### src/hdl/wht_defines.svh
//--------------------------------------------------------------------
// Walsh-Hadamard memory subsystem parameters
// Transform size, stage count and data widths shared by RTL and
// testbench
//--------------------------------------------------------------------

`ifndef WHT_DEFINES_SVH
`define WHT_DEFINES_SVH

// Points per packet, must be a power of two
`define WHT_N 16

// Log2 of the packet size
// Equals the number of butterfly stages and the RAM address width
`define WHT_LOG2N 4

// Signed input sample width
`define WHT_IN_W 12

// Signed result width
// One growth bit per stage, so the transform never overflows
`define WHT_OUT_W (`WHT_IN_W + `WHT_LOG2N)

`endif

### src/hdl/wht_pkg.sv
//--------------------------------------------------------------------
// Walsh-Hadamard memory subsystem types
// Sample, result and address vectors plus the top FSM states
//--------------------------------------------------------------------

`include "wht_defines.svh"

package wht_pkg;

	// Input sample as received on the sink port
	typedef logic signed [`WHT_IN_W-1:0] sample_t;

	// RAM word and output word
	// Wide enough for N times the largest input
	typedef logic signed [`WHT_OUT_W-1:0] result_t;

	// RAM address and sample index
	typedef logic [`WHT_LOG2N-1:0] addr_t;

	// Top level FSM
	// idle waits for sop, sink fills the RAM,
	// calc runs the butterfly stages, source drains the RAM
	typedef enum logic [1:0] {
		idle   = 2'd0,
		sink   = 2'd1,
		calc   = 2'd2,
		source = 2'd3
	} mem_state_t;

endpackage

### src/hdl/wht_ram_if.sv
//--------------------------------------------------------------------
// Working RAM port bundle
// One write port and one read port with registered read data
//--------------------------------------------------------------------

`timescale 1ns/100ps

interface wht_ram_if;

	// Write port
	// Write lands on the edge where wren is high
	logic             wren;
	wht_pkg::addr_t   wraddr;
	wht_pkg::result_t wdata;

	// Read port
	// rdata valid one cycle after an edge with rden high
	logic             rden;
	wht_pkg::addr_t   rdaddr;
	wht_pkg::result_t rdata;

	// Sink, butterfly and source side
	modport master (
		output wren,
		output wraddr,
		output wdata,
		output rden,
		output rdaddr,
		input  rdata
	);

	// Memory side
	modport ram (
		input  wren,
		input  wraddr,
		input  wdata,
		input  rden,
		input  rdaddr,
		output rdata
	);

endinterface

### src/hdl/wht_butterfly.sv
//--------------------------------------------------------------------
// In-place radix-2 butterfly engine
// Runs log2(N) stages of unit-twiddle butterflies over the RAM
// Each pair takes four cycles: read a, read b, write a+b, write a-b
//--------------------------------------------------------------------

`timescale 1ns/100ps

`include "wht_defines.svh"

module wht_butterfly (
	input  logic      clk,
	input  logic      rst_n,
	input  logic      start,
	wht_ram_if.master bus,
	output logic      done
);

	// N/2 pairs per stage
	localparam int PAIR_W  = `WHT_LOG2N - 1;
	localparam int STAGE_W = $clog2(`WHT_LOG2N);

	logic               active;
	logic               run;
	logic [1:0]         phase;
	logic [PAIR_W-1:0]  pair_cnt;
	logic [STAGE_W-1:0] stage_cnt;
	logic               last_pair;
	logic               last_stage;
	wht_pkg::addr_t     addr_a;
	wht_pkg::addr_t     addr_b;
	wht_pkg::result_t   op_a;

	// Insert bit hi at position stage of the pair index
	function automatic wht_pkg::addr_t pair_addr(
		input logic [PAIR_W-1:0]  pair,
		input logic [STAGE_W-1:0] stage,
		input logic               hi
	);
		wht_pkg::addr_t ext;
		wht_pkg::addr_t low_mask;
		ext      = wht_pkg::addr_t'(pair);
		low_mask = (wht_pkg::addr_t'(1) << stage) - wht_pkg::addr_t'(1);
		// Bits at or above the stage move up by one
		pair_addr = ((ext & ~low_mask) << 1)
		          | (wht_pkg::addr_t'(hi) << stage)
		          | (ext & low_mask);
	endfunction

	// First read issues in the start cycle
	assign run = start | active;

	assign last_pair  = &pair_cnt;
	assign last_stage = (stage_cnt == STAGE_W'(`WHT_LOG2N - 1));

	// Final write of the final stage
	assign done = run & (phase == 2'd3) & last_pair & last_stage;

	// Partner indices differ only in the stage bit
	assign addr_a = pair_addr(pair_cnt, stage_cnt, 1'b0);
	assign addr_b = pair_addr(pair_cnt, stage_cnt, 1'b1);

	//--------------------------------------------------------------------
	// Phase, pair and stage sequencer
	//--------------------------------------------------------------------
	always_ff @(posedge clk)
	begin
		if (!rst_n)
		begin
			active    <= 1'b0;
			phase     <= 2'd0;
			pair_cnt  <= '0;
			stage_cnt <= '0;
		end
		else if (run)
		begin
			active <= ~done;
			phase  <= phase + 2'd1;
			if (phase == 2'd3)
			begin
				pair_cnt <= pair_cnt + PAIR_W'(1);
				// Stage advances once all pairs are done
				if (last_pair)
					stage_cnt <= last_stage ? '0 : stage_cnt + STAGE_W'(1);
			end
		end
	end

	// Operand a is on rdata while b is being read
	always_ff @(posedge clk)
	begin
		if (run && phase == 2'd1)
			op_a <= bus.rdata;
	end

	//--------------------------------------------------------------------
	// RAM access
	//--------------------------------------------------------------------
	// Phase bit 1 selects write, bit 0 selects partner b
	// rdata keeps b through both writes since no read is issued
	always_comb
	begin
		bus.rden   = run & ~phase[1];
		bus.rdaddr = phase[0] ? addr_b : addr_a;
		bus.wren   = run & phase[1];
		bus.wraddr = phase[0] ? addr_b : addr_a;
		bus.wdata  = phase[0] ? op_a - bus.rdata : op_a + bus.rdata;
	end

endmodule

### src/hdl/wht_mem_top.sv
//--------------------------------------------------------------------
// Walsh-Hadamard memory top
// Sink, in-place butterfly stages and source over one working RAM
// The FSM hands the RAM to one master at a time
//--------------------------------------------------------------------

`timescale 1ns/100ps

module wht_mem_top (
	input  logic             clk,
	input  logic             rst_n,
	input  logic             in_valid,
	input  logic             in_sop,
	input  wht_pkg::sample_t in_data,
	output logic             busy,
	output logic             out_valid,
	output logic             out_sop,
	output logic             out_eop,
	output wht_pkg::result_t out_data
);

	wht_pkg::mem_state_t state;
	wht_pkg::mem_state_t state_r;

	logic sink_start;
	logic calc_start;
	logic src_start;
	logic sink_done;
	logic calc_done;
	logic src_done;

	// Physical RAM port and one bus per master
	wht_ram_if ram_bus ();
	wht_ram_if sink_bus ();
	wht_ram_if bfly_bus ();
	wht_ram_if src_bus ();

	//--------------------------------------------------------------------
	// FSM
	//--------------------------------------------------------------------
	always_ff @(posedge clk)
	begin
		if (!rst_n)
		begin
			state   <= wht_pkg::idle;
			state_r <= wht_pkg::idle;
		end
		else
		begin
			state_r <= state;
			case (state)
			wht_pkg::idle   : if (in_valid && in_sop) state <= wht_pkg::sink;
			wht_pkg::sink   : if (sink_done) state <= wht_pkg::calc;
			wht_pkg::calc   : if (calc_done) state <= wht_pkg::source;
			wht_pkg::source : if (src_done) state <= wht_pkg::idle;
			default         : state <= wht_pkg::idle;
			endcase
		end
	end

	// Sink starts on the sop sample itself, which is written as index 0
	assign sink_start = (state == wht_pkg::idle) & in_valid & in_sop;
	// First cycle of calc and source
	assign calc_start = (state == wht_pkg::calc) & (state_r != wht_pkg::calc);
	assign src_start  = (state == wht_pkg::source) & (state_r != wht_pkg::source);

	assign busy = (state != wht_pkg::idle);

	//--------------------------------------------------------------------
	// RAM port switch
	//--------------------------------------------------------------------
	// Sink owns the RAM in idle too, for the sop write
	always_comb
	begin
		case (state)
		wht_pkg::calc :
		begin
			ram_bus.wren   = bfly_bus.wren;
			ram_bus.wraddr = bfly_bus.wraddr;
			ram_bus.wdata  = bfly_bus.wdata;
			ram_bus.rden   = bfly_bus.rden;
			ram_bus.rdaddr = bfly_bus.rdaddr;
		end
		wht_pkg::source :
		begin
			ram_bus.wren   = src_bus.wren;
			ram_bus.wraddr = src_bus.wraddr;
			ram_bus.wdata  = src_bus.wdata;
			ram_bus.rden   = src_bus.rden;
			ram_bus.rdaddr = src_bus.rdaddr;
		end
		default :
		begin
			ram_bus.wren   = sink_bus.wren;
			ram_bus.wraddr = sink_bus.wraddr;
			ram_bus.wdata  = sink_bus.wdata;
			ram_bus.rden   = sink_bus.rden;
			ram_bus.rdaddr = sink_bus.rdaddr;
		end
		endcase
	end

	// Read data back to every master
	assign sink_bus.rdata = ram_bus.rdata;
	assign bfly_bus.rdata = ram_bus.rdata;
	assign src_bus.rdata  = ram_bus.rdata;

	//--------------------------------------------------------------------
	// RAM and masters
	//--------------------------------------------------------------------
	wht_ram ram_i (
		.clk (clk),
		.bus (ram_bus)
	);

	wht_sink sink_i (
		.clk      (clk),
		.rst_n    (rst_n),
		.start    (sink_start),
		.in_valid (in_valid),
		.in_data  (in_data),
		.bus      (sink_bus),
		.done     (sink_done)
	);

	wht_butterfly bfly_i (
		.clk   (clk),
		.rst_n (rst_n),
		.start (calc_start),
		.bus   (bfly_bus),
		.done  (calc_done)
	);

	wht_source src_i (
		.clk       (clk),
		.rst_n     (rst_n),
		.start     (src_start),
		.bus       (src_bus),
		.out_valid (out_valid),
		.out_sop   (out_sop),
		.out_eop   (out_eop),
		.out_data  (out_data),
		.done      (src_done)
	);

endmodule

### src/hdl/wht_ram.sv
//--------------------------------------------------------------------
// Working RAM
// Holds one packet of results in place
// Synchronous write and registered read on separate ports
//--------------------------------------------------------------------

`timescale 1ns/100ps

`include "wht_defines.svh"

module wht_ram (
	input logic    clk,
	wht_ram_if.ram bus
);

	// One word per transform point
	wht_pkg::result_t mem [`WHT_N];

	//--------------------------------------------------------------------
	// Write port
	//--------------------------------------------------------------------
	always_ff @(posedge clk)
	begin
		if (bus.wren)
			mem[bus.wraddr] <= bus.wdata;
	end

	//--------------------------------------------------------------------
	// Read port
	//--------------------------------------------------------------------
	// Old contents on a same-edge write to the same address
	// rdata holds its value while rden is low
	always_ff @(posedge clk)
	begin
		if (bus.rden)
			bus.rdata <= mem[bus.rdaddr];
	end

endmodule

### src/hdl/wht_sink.sv
//--------------------------------------------------------------------
// Packet sink
// Counts the incoming samples of one packet, sign-extends them
// and writes them into the working RAM in arrival order
//--------------------------------------------------------------------

`timescale 1ns/100ps

`include "wht_defines.svh"

module wht_sink (
	input  logic             clk,
	input  logic             rst_n,
	input  logic             start,
	input  logic             in_valid,
	input  wht_pkg::sample_t in_data,
	wht_ram_if.master        bus,
	output logic             done
);

	// Index of the next sample
	wht_pkg::addr_t cnt;
	wht_pkg::addr_t wr_addr;
	logic           active;
	logic           take;

	// Start comes with the sop sample, which is index 0
	assign take    = in_valid & (start | active);
	assign wr_addr = start ? '0 : cnt;

	// Nth sample closes the packet
	assign done = take & active & (cnt == wht_pkg::addr_t'(`WHT_N - 1));

	//--------------------------------------------------------------------
	// Sample counter
	//--------------------------------------------------------------------
	always_ff @(posedge clk)
	begin
		if (!rst_n)
		begin
			active <= 1'b0;
			cnt    <= '0;
		end
		else if (take)
		begin
			// Stop listening after the last sample
			active <= ~done;
			cnt    <= done ? '0 : wr_addr + wht_pkg::addr_t'(1);
		end
	end

	// Write in the same edge the sample arrives
	assign bus.wren   = take;
	assign bus.wraddr = wr_addr;
	assign bus.wdata  = wht_pkg::result_t'(in_data);

	// No reads from the sink
	assign bus.rden   = 1'b0;
	assign bus.rdaddr = '0;

endmodule

### src/hdl/wht_source.sv
//--------------------------------------------------------------------
// Packet source
// Reads the RAM in natural order and emits the packet
// with sop and eop, two cycles after start
//--------------------------------------------------------------------

`timescale 1ns/100ps

`include "wht_defines.svh"

module wht_source (
	input  logic             clk,
	input  logic             rst_n,
	input  logic             start,
	wht_ram_if.master        bus,
	output logic             out_valid,
	output logic             out_sop,
	output logic             out_eop,
	output wht_pkg::result_t out_data,
	output logic             done
);

	wht_pkg::addr_t cnt;
	logic           active;
	logic           run;
	logic           last_rd;
	// Read strobe and flags aligned with rdata
	logic           rd_dly;
	logic           first_dly;
	logic           last_dly;

	assign run     = start | active;
	assign last_rd = run & (cnt == wht_pkg::addr_t'(`WHT_N - 1));

	// Read address counter
	always_ff @(posedge clk)
	begin
		if (!rst_n)
		begin
			active <= 1'b0;
			cnt    <= '0;
		end
		else if (run)
		begin
			active <= ~last_rd;
			cnt    <= last_rd ? '0 : cnt + wht_pkg::addr_t'(1);
		end
	end

	// RAM latency stage, then output register
	always_ff @(posedge clk)
	begin
		if (!rst_n)
		begin
			rd_dly    <= 1'b0;
			first_dly <= 1'b0;
			last_dly  <= 1'b0;
			out_valid <= 1'b0;
			out_sop   <= 1'b0;
			out_eop   <= 1'b0;
			done      <= 1'b0;
		end
		else
		begin
			rd_dly    <= run;
			first_dly <= run & (cnt == '0);
			last_dly  <= last_rd;
			out_valid <= rd_dly;
			out_sop   <= first_dly;
			out_eop   <= last_dly;
			// Done one cycle after eop
			done      <= out_eop;
		end
	end

	always_ff @(posedge clk)
	begin
		if (rd_dly)
			out_data <= bus.rdata;
	end

	// Read only
	assign bus.rden   = run;
	assign bus.rdaddr = cnt;
	assign bus.wren   = 1'b0;
	assign bus.wraddr = '0;
	assign bus.wdata  = '0;

endmodule

### config.mk
export PLATFORM = sky130hd
export DESIGN_NAME = wht_mem_top
export DESIGN_NICKNAME = d
export VERILOG_FILES = /design/src/hdl/wht_pkg.sv /design/src/hdl/wht_ram_if.sv /design/src/hdl/wht_butterfly.sv /design/src/hdl/wht_mem_top.sv /design/src/hdl/wht_ram.sv /design/src/hdl/wht_sink.sv /design/src/hdl/wht_source.sv
export VERILOG_INCLUDE_DIRS = /design/src /design/src/hdl
export SDC_FILE = /design/constraint.sdc
export NUM_CORES = 1
export LEC_CHECK = 0
export BUFFER_PORTS_ARGS = -buffer_cell sky130_fd_sc_hd__buf_4
export CORE_ASPECT_RATIO = 0.6
export CORE_MARGIN = 5
export CORE_UTILIZATION = 38
export CTS_CLUSTER_SIZE = 12
export DETAILED_ROUTE_END_ITERATION = 6
export SLEW_MARGIN = 30
export SYNTH_ARGS = -nofsm -noshare
export SYNTH_HDL_FRONTEND = slang
export SYNTH_HIERARCHICAL = 1
export SYNTH_SLANG_ARGS = --single-unit
### constraint.sdc
create_clock -name clk -period 3.64 [get_ports clk]
set_input_delay 0.728 -clock clk [delete_from_list [all_inputs] [get_ports clk]]
set_output_delay 0.728 -clock clk [all_outputs]
set_load 0.03 [all_outputs]
# After elaboration in Yosys (flattened, before gate mapping)
# Memories as Yosys holds them, arrays and structs flattened. A register that Yosys moved wholly into a read port is not among the register bits.
# Cells that the tools add are included.
# word_totals
register_bits	61
ram_bits	256
in_bits	16
out_inout_bits	20
elab_cells	99
memories	1
# classes
n_addsub	8
n_eq_ne	14
n_shift	2
muxes	18
n_bitwise	28
reduce_logical	9
# memory_table
memory	words	word_bits	read_ports	rd_ports_with_merged_regs	wr	line	text
ram_i.mem	16	16	1	1	1	wht_ram.sv:17	wht_pkg::result_t mem [`WHT_N];
# ops
operator	n
$pmux 16 s2	1
$add 16x16->16	1
$mux 16	1
$mux 4	4
$or 4x4->4	4
$pmux 4 s2	2
$sub 16x16->16	1
$and 1x1->1	14
$mux 2	5
$add 4x1->4 const B	2
$eq 2x2->1 const B	4
$eq 4x4->1 const B	2
$pmux 2 s4	1
$shl 1x2->4 const A	2
$ne 2x1->1 const B	3
$ne 2x2->1 const B	3
$reduce_and 5->1	1
$add 2x1->2 const B	2
$and 3x4->4	1
$eq 2x1->1 const B	2
$logic_not 4->1	1
$not 1->1	4
$pmux 1 s2	2
$reduce_and 4->1	1
11 further kinds	15

# Logic depth before layout (Yosys ltp)
# logic_depth
depth_word	9
ltp_mapped	15
depth_no_buf	15

# Modules after synthesis
# Netlist, hierarchy kept.
# modules_own_cells
module	instances	cells_each	area_per_inst_um2	seq_area_each_um2
wht_ram	1	432	10202.3	8167.8
wht_butterfly	1	214	2009.4	640.6
wht_source	1	80	1088.5	720.7
wht_mem_top	1	147	807.0	80.1
wht_sink	1	56	442.9	100.1

# Worst setup path after synthesis
# OpenSTA, ideal clock, no wires.
# synth_path
path_kind	reg-to-reg
startpoint	reg state[0]
endpoint	mem ram_i/mem[0][0] (netlist name), enable pin
setup_time_ns	0.409
arrival_time_ns	3.296
t_required_ns	3.231
path_slack_ns	-0.065
stages_incl_launch_ff	11
path_buffers	0
period_less_slack_ns	3.705
path_cell_list	dfxtp_1 -> inv_1 -> ha_1 -> inv_1 -> nor2_1 -> o21ai_2 -> inv_1 -> nor2_1 -> a21oi_1 -> or3b_2 -> nor3_1
# synth_between
elab_chain_cells	8
# synth_lines
element	line	text
start: declaration	wht_mem_top.sv:22	wht_pkg::mem_state_t state;
start signal: assignment	wht_mem_top.sv:45	state <= wht_pkg::idle;
start signal: assignment	wht_mem_top.sv:52	wht_pkg::idle : if (in_valid && in_sop) state <= wht_pkg::sink;
start signal: assignment	wht_mem_top.sv:53	wht_pkg::sink : if (sink_done) state <= wht_pkg::calc;
$logic_not 2->1	wht_mem_top.sv:62	assign sink_start = (state == wht_pkg::idle) & in_valid & in_sop;
$and 1x1->1 (2 in a row)	wht_mem_top.sv:62	
via sink_start	wht_mem_top.sv:25	logic sink_start;
$or 1x1->1	wht_sink.sv:28	assign take = in_valid & (start | active);
$and 1x1->1	wht_sink.sv:28	
via sink_bus.wren	wht_ram_if.sv:12	logic wren;
$pmux 1 s2	wht_mem_top.sv:75	case (state)
via ram_bus.wren	wht_ram_if.sv:12	
$mux 1	wht_ram.sv:24	if (bus.wren)
$mux 1 (implied by the code)	wht_ram.sv:25	mem[bus.wraddr] <= bus.wdata;
end: declaration	wht_ram.sv:17	
# The timed path passes the listed nets, and every way through them passes these cells.

# Final worst setup path
# layout_path
startpoint	reg ram_i.bus.rdata[0], read port of ram_i.mem
endpoint	mem ram_i/mem[11][12] (netlist name), data pin
# layout_between
elab_chain_cells	3
# layout_lines
element	line	text
start: declaration	wht_ram_if.sv:39	output rdata
$add 16x16->16 or $sub 16x16->16 (tied branches)	wht_butterfly.sv:107	bus.wdata = phase[0] ? op_a - bus.rdata : op_a + bus.rdata;
$mux 16 *	wht_butterfly.sv:107	
via bfly_bus.wdata[12]	wht_ram_if.sv:14	wht_pkg::result_t wdata;
$pmux 16 s2 *	wht_mem_top.sv:75	
via ram_bus.wdata[12]	wht_ram_if.sv:14	
# Mark *: on every way through the listed nets, which the timed path passes. The rest lies on a longest branch.

==> metrics <==
Post-route DRC=0; Seq/Total Area, Yosys=0.667; CP Class=flop to flop; Worst EP arrival=about 3800 ps; synthesis-stage register bit count=between 300 and 400; I/O Buffers=35; Final #Nets=between 1000 and 1500; Hold Crit Start=src_i/last_dly; PD cells=between 700 and 800 nW/um^2; largest family of logic cells by synthesized area=multiplexers; worst skew pair latency=approximately 580 ps; first-pass GRT wire length=about 51 mm; crit path cell chain=inv_1, ha_1, nand2b_1, nor2_1, nor2_1, xnor2_1, ha_1, and3_2, a221oi_2, o21ai_2, buf_4, a31o_4, a2111oi_4, a211oi_2, nand2_1, a21oi_1, buf_6; Worst-path clk slew=~60 ps; design area=between 15000 and 20000 sq um; number of hold buffers added after CTS=0; number of synthesized flops with an enable pin=~300; routed wire length=33.5 mm; Max clock buf depth=3; Synth area leader=edfxtp_1; hold slack=458 ps; critical path launch point type=flop; worst-margin pin slew=a little over 1000 ps; crit-path max cell delay=about 450 ps; final period utilization=0.959; share of the synthesized area in the top cell type=0.627; gpl congestion=roughly 0.83; DP Worst Slack=-249 ps; GRT Util Overall=0.156; fin crit period=about 3500 ps; hpwl dp=~23 mm; Rows=55; syn_area_per_cell=between 15 and 20 sq um; setup ws final=149 ps; Initial Util=0.385; Leak=between 0.005 and 0.006 uW; largest cells by area after synthesis=edfxtp_1, mux4_2, dfxtp_1; largest net degree at the start of global routing=34; width of the chip=around 260 microns; critical path's slowest cell=edfxtp_1; CP max FO=16; post-synthesis xor/xnor area fraction=0.0199; CTS H-tree lvls=1; CP Capture Type=flop; VDD IR max=359 uV; initial antenna violation count=2; Die Y=162 microns; cells after synthesis=929; Netlist cell types=62; max cap viols=0; Ports=36; core area=about 38000 sq um; outcome=finished, final reports clean; Setup Viol. Count Final=0; critical path launch point=ram_i/bus.rdata[0]; root buf cell=clkbuf_16; Final Max Tran Viols=0; number of diodes=0; vias in the first global route=8098; Compound-Gate Fraction of Synth Area=0.0739; final hold viol count=0; vias per cell=between 5 and 6; drt pass-1 iters=5; Main synth FF type=edfxtp_1; CTS tree=built; Final Skew=21.8 ps; WL per Instance=about 21 microns; post-placement cell area=roughly 16000 sq um; Post-Syn Area=roughly 15000 sq um; First DRT Iteration DRCs=around 800; achievable clock frequency=286 MHz; Synth Area in Simple Gates=0.0592; Tot Pwr=approximately 13000 uW; DR vias=slightly above 8000; CTS sink cnt=333; ANT nets after route=0; Hold Crit Class=flop to flop; post-route setup TNS=0 ps; async set-or-reset flop fraction in the synthesized netlist=0; Synthesis Warnings=6; grt ovf=0; number of CTS-inserted buffers=31; post-synthesis mux area share=0.106; FF-to-FF Start=ram_i/bus.rdata[0]; layout cells sized above 1=0.262; WP data required=approximately 4000 ps; Area Growth Syn to Fin=16.6%; adder-cell share of the synthesized area=0.0298; DIE AREA=roughly 42000 sq um; Slew Limit Headroom=0.309
==> state kept, by name (all words and copies together) (netlist names), 3 cells and up <==
signal / flops
src_i/out_data: 16
ram_i/bus.rdata: 16
bfly_i/pair_cnt: 3
sink_i/cnt: 4
ram_i/mem: 256
bfly_i/op_a: 16
src_i/bus.rdaddr: 4
==> where the power goes <==
group | internal [uW] | switching [uW] | leakage [uW] | total (uW)
logic | 2150 | 2940 | 0.00248 | 5090
clock network | 1610 | 1350 | 0.000421 | 2950
registers | 4950 | 168 | 0.00299 | 5120
==> what timing repair did <==
| action | 4_1_cts | 5_1_grt |
|---|---|---|
| gates cloned | 0 | 1 |
| gates resized for setup | 1 | 15 |
| pin swaps | 0 | 9 |
| setup endpoints to repair | 16 | 64 |
| setup buffers | 0 | 4 |
==> cells by family after synthesis <==
logic type | after synthesis
adder cells (fa/ha/maj) | 34
AND/OR/NAND/NOR | 185
flip-flops | 333
multiplexers | 70
other | 2
AO/OA/AOI/OAI | 163
XOR/XNOR | 33
buffers and inverters | 109
==> synth_stat cells, types with 2 or more instances <==
master,count
a2111oi_4,2
a21boi_0,3
a21boi_2,2
a21o_1,5
a21oi_1,47
a22oi_1,34
a31oi_1,4
and2_1,2
and2_2,4
and2b_1,3
buf_1,5
buf_2,7
buf_4,50
buf_6,4
clkbuf_1,15
conb_1,2
dfxtp_1,29
edfxtp_1,304
ha_1,33
inv_1,27
mux2i_1,5
mux4_1,10
mux4_2,54
nand2_1,61
nand2b_1,9
nand3_1,7
nand3b_1,2
nor2_1,67
nor2b_1,8
nor3_1,9
o211ai_1,7
o21ai_0,39
o21ai_1,5
o21ai_2,3
o21bai_1,3
xnor2_1,24
xor2_1,9
==> per-layer routing <==
layer | share of wire | global-route usage | up-vias
met4 | 0.015 | 0.0280 | 4
met2 | 0.41 | 0.216 | 222
met1 | 0.51 | 0.255 | 4208
met5 | 0.0010 | 0 | -
met3 | 0.062 | 0.0335 | 41
li1 | - | - | 3736
==> worst paths after layout <==
| check | end | slack [ps] | depth (start not counted) |
|---|---|---|---|
| worst max-delay path | ram_i/mem[11][12] | 150 | 17 |
| worst min-delay path | src_i/out_eop | 460 | 1 |
| worst max register to register | ram_i/mem[11][12] | 150 | 17 |
| worst min register to register | src_i/out_eop | 460 | 1 |
==> critical path, delay by kind of cell (launching register included) <==
kind                       cells  cell delay, ps
AOI/OAI and AO/OA              6            1120
adders and majority gates      2             510
buffers and inverters          3             420
DFF                            1             450
xor gates and xnor gates       1             150
and+or+nand+nor                5             560
==> through the flow <==
stage | utilization | instances
6_report | 0.449 | 1586
5_1_grt | 0.449 | 1586
4_1_cts | 0.446 | 1581
3_5_place_dp | 0.422 | 1523
3_3_place_gp | 0.422 | 1523
2_1_floorplan | - | 953
==> cell type report <==
cell class | instances | area (sq um)
multi-input cells | 511 | 4430
repair buffers | 143 | 1190
flip-flops and latches | 333 | 9710
inverters | 28 | 105
clock buffers | 57 | 877
fillers | 3280 | 20800
well taps | 513 | 642
clock inverters | 1 | 8.76
==> cells in the final DEF, fill, tap and decap left out, types with 29 or more instances in the layout <==
cell	instances
a21oi_1	40
a22oi_1	34
buf_4	131
clkbuf_16	31
dfxtp_1	29
edfxtp_1	304
ha_1	33
mux4_2	54
nand2_1	61
nor2_1	55
o21ai_0	39
No activity file was read; power rests on OpenSTA's default activity.
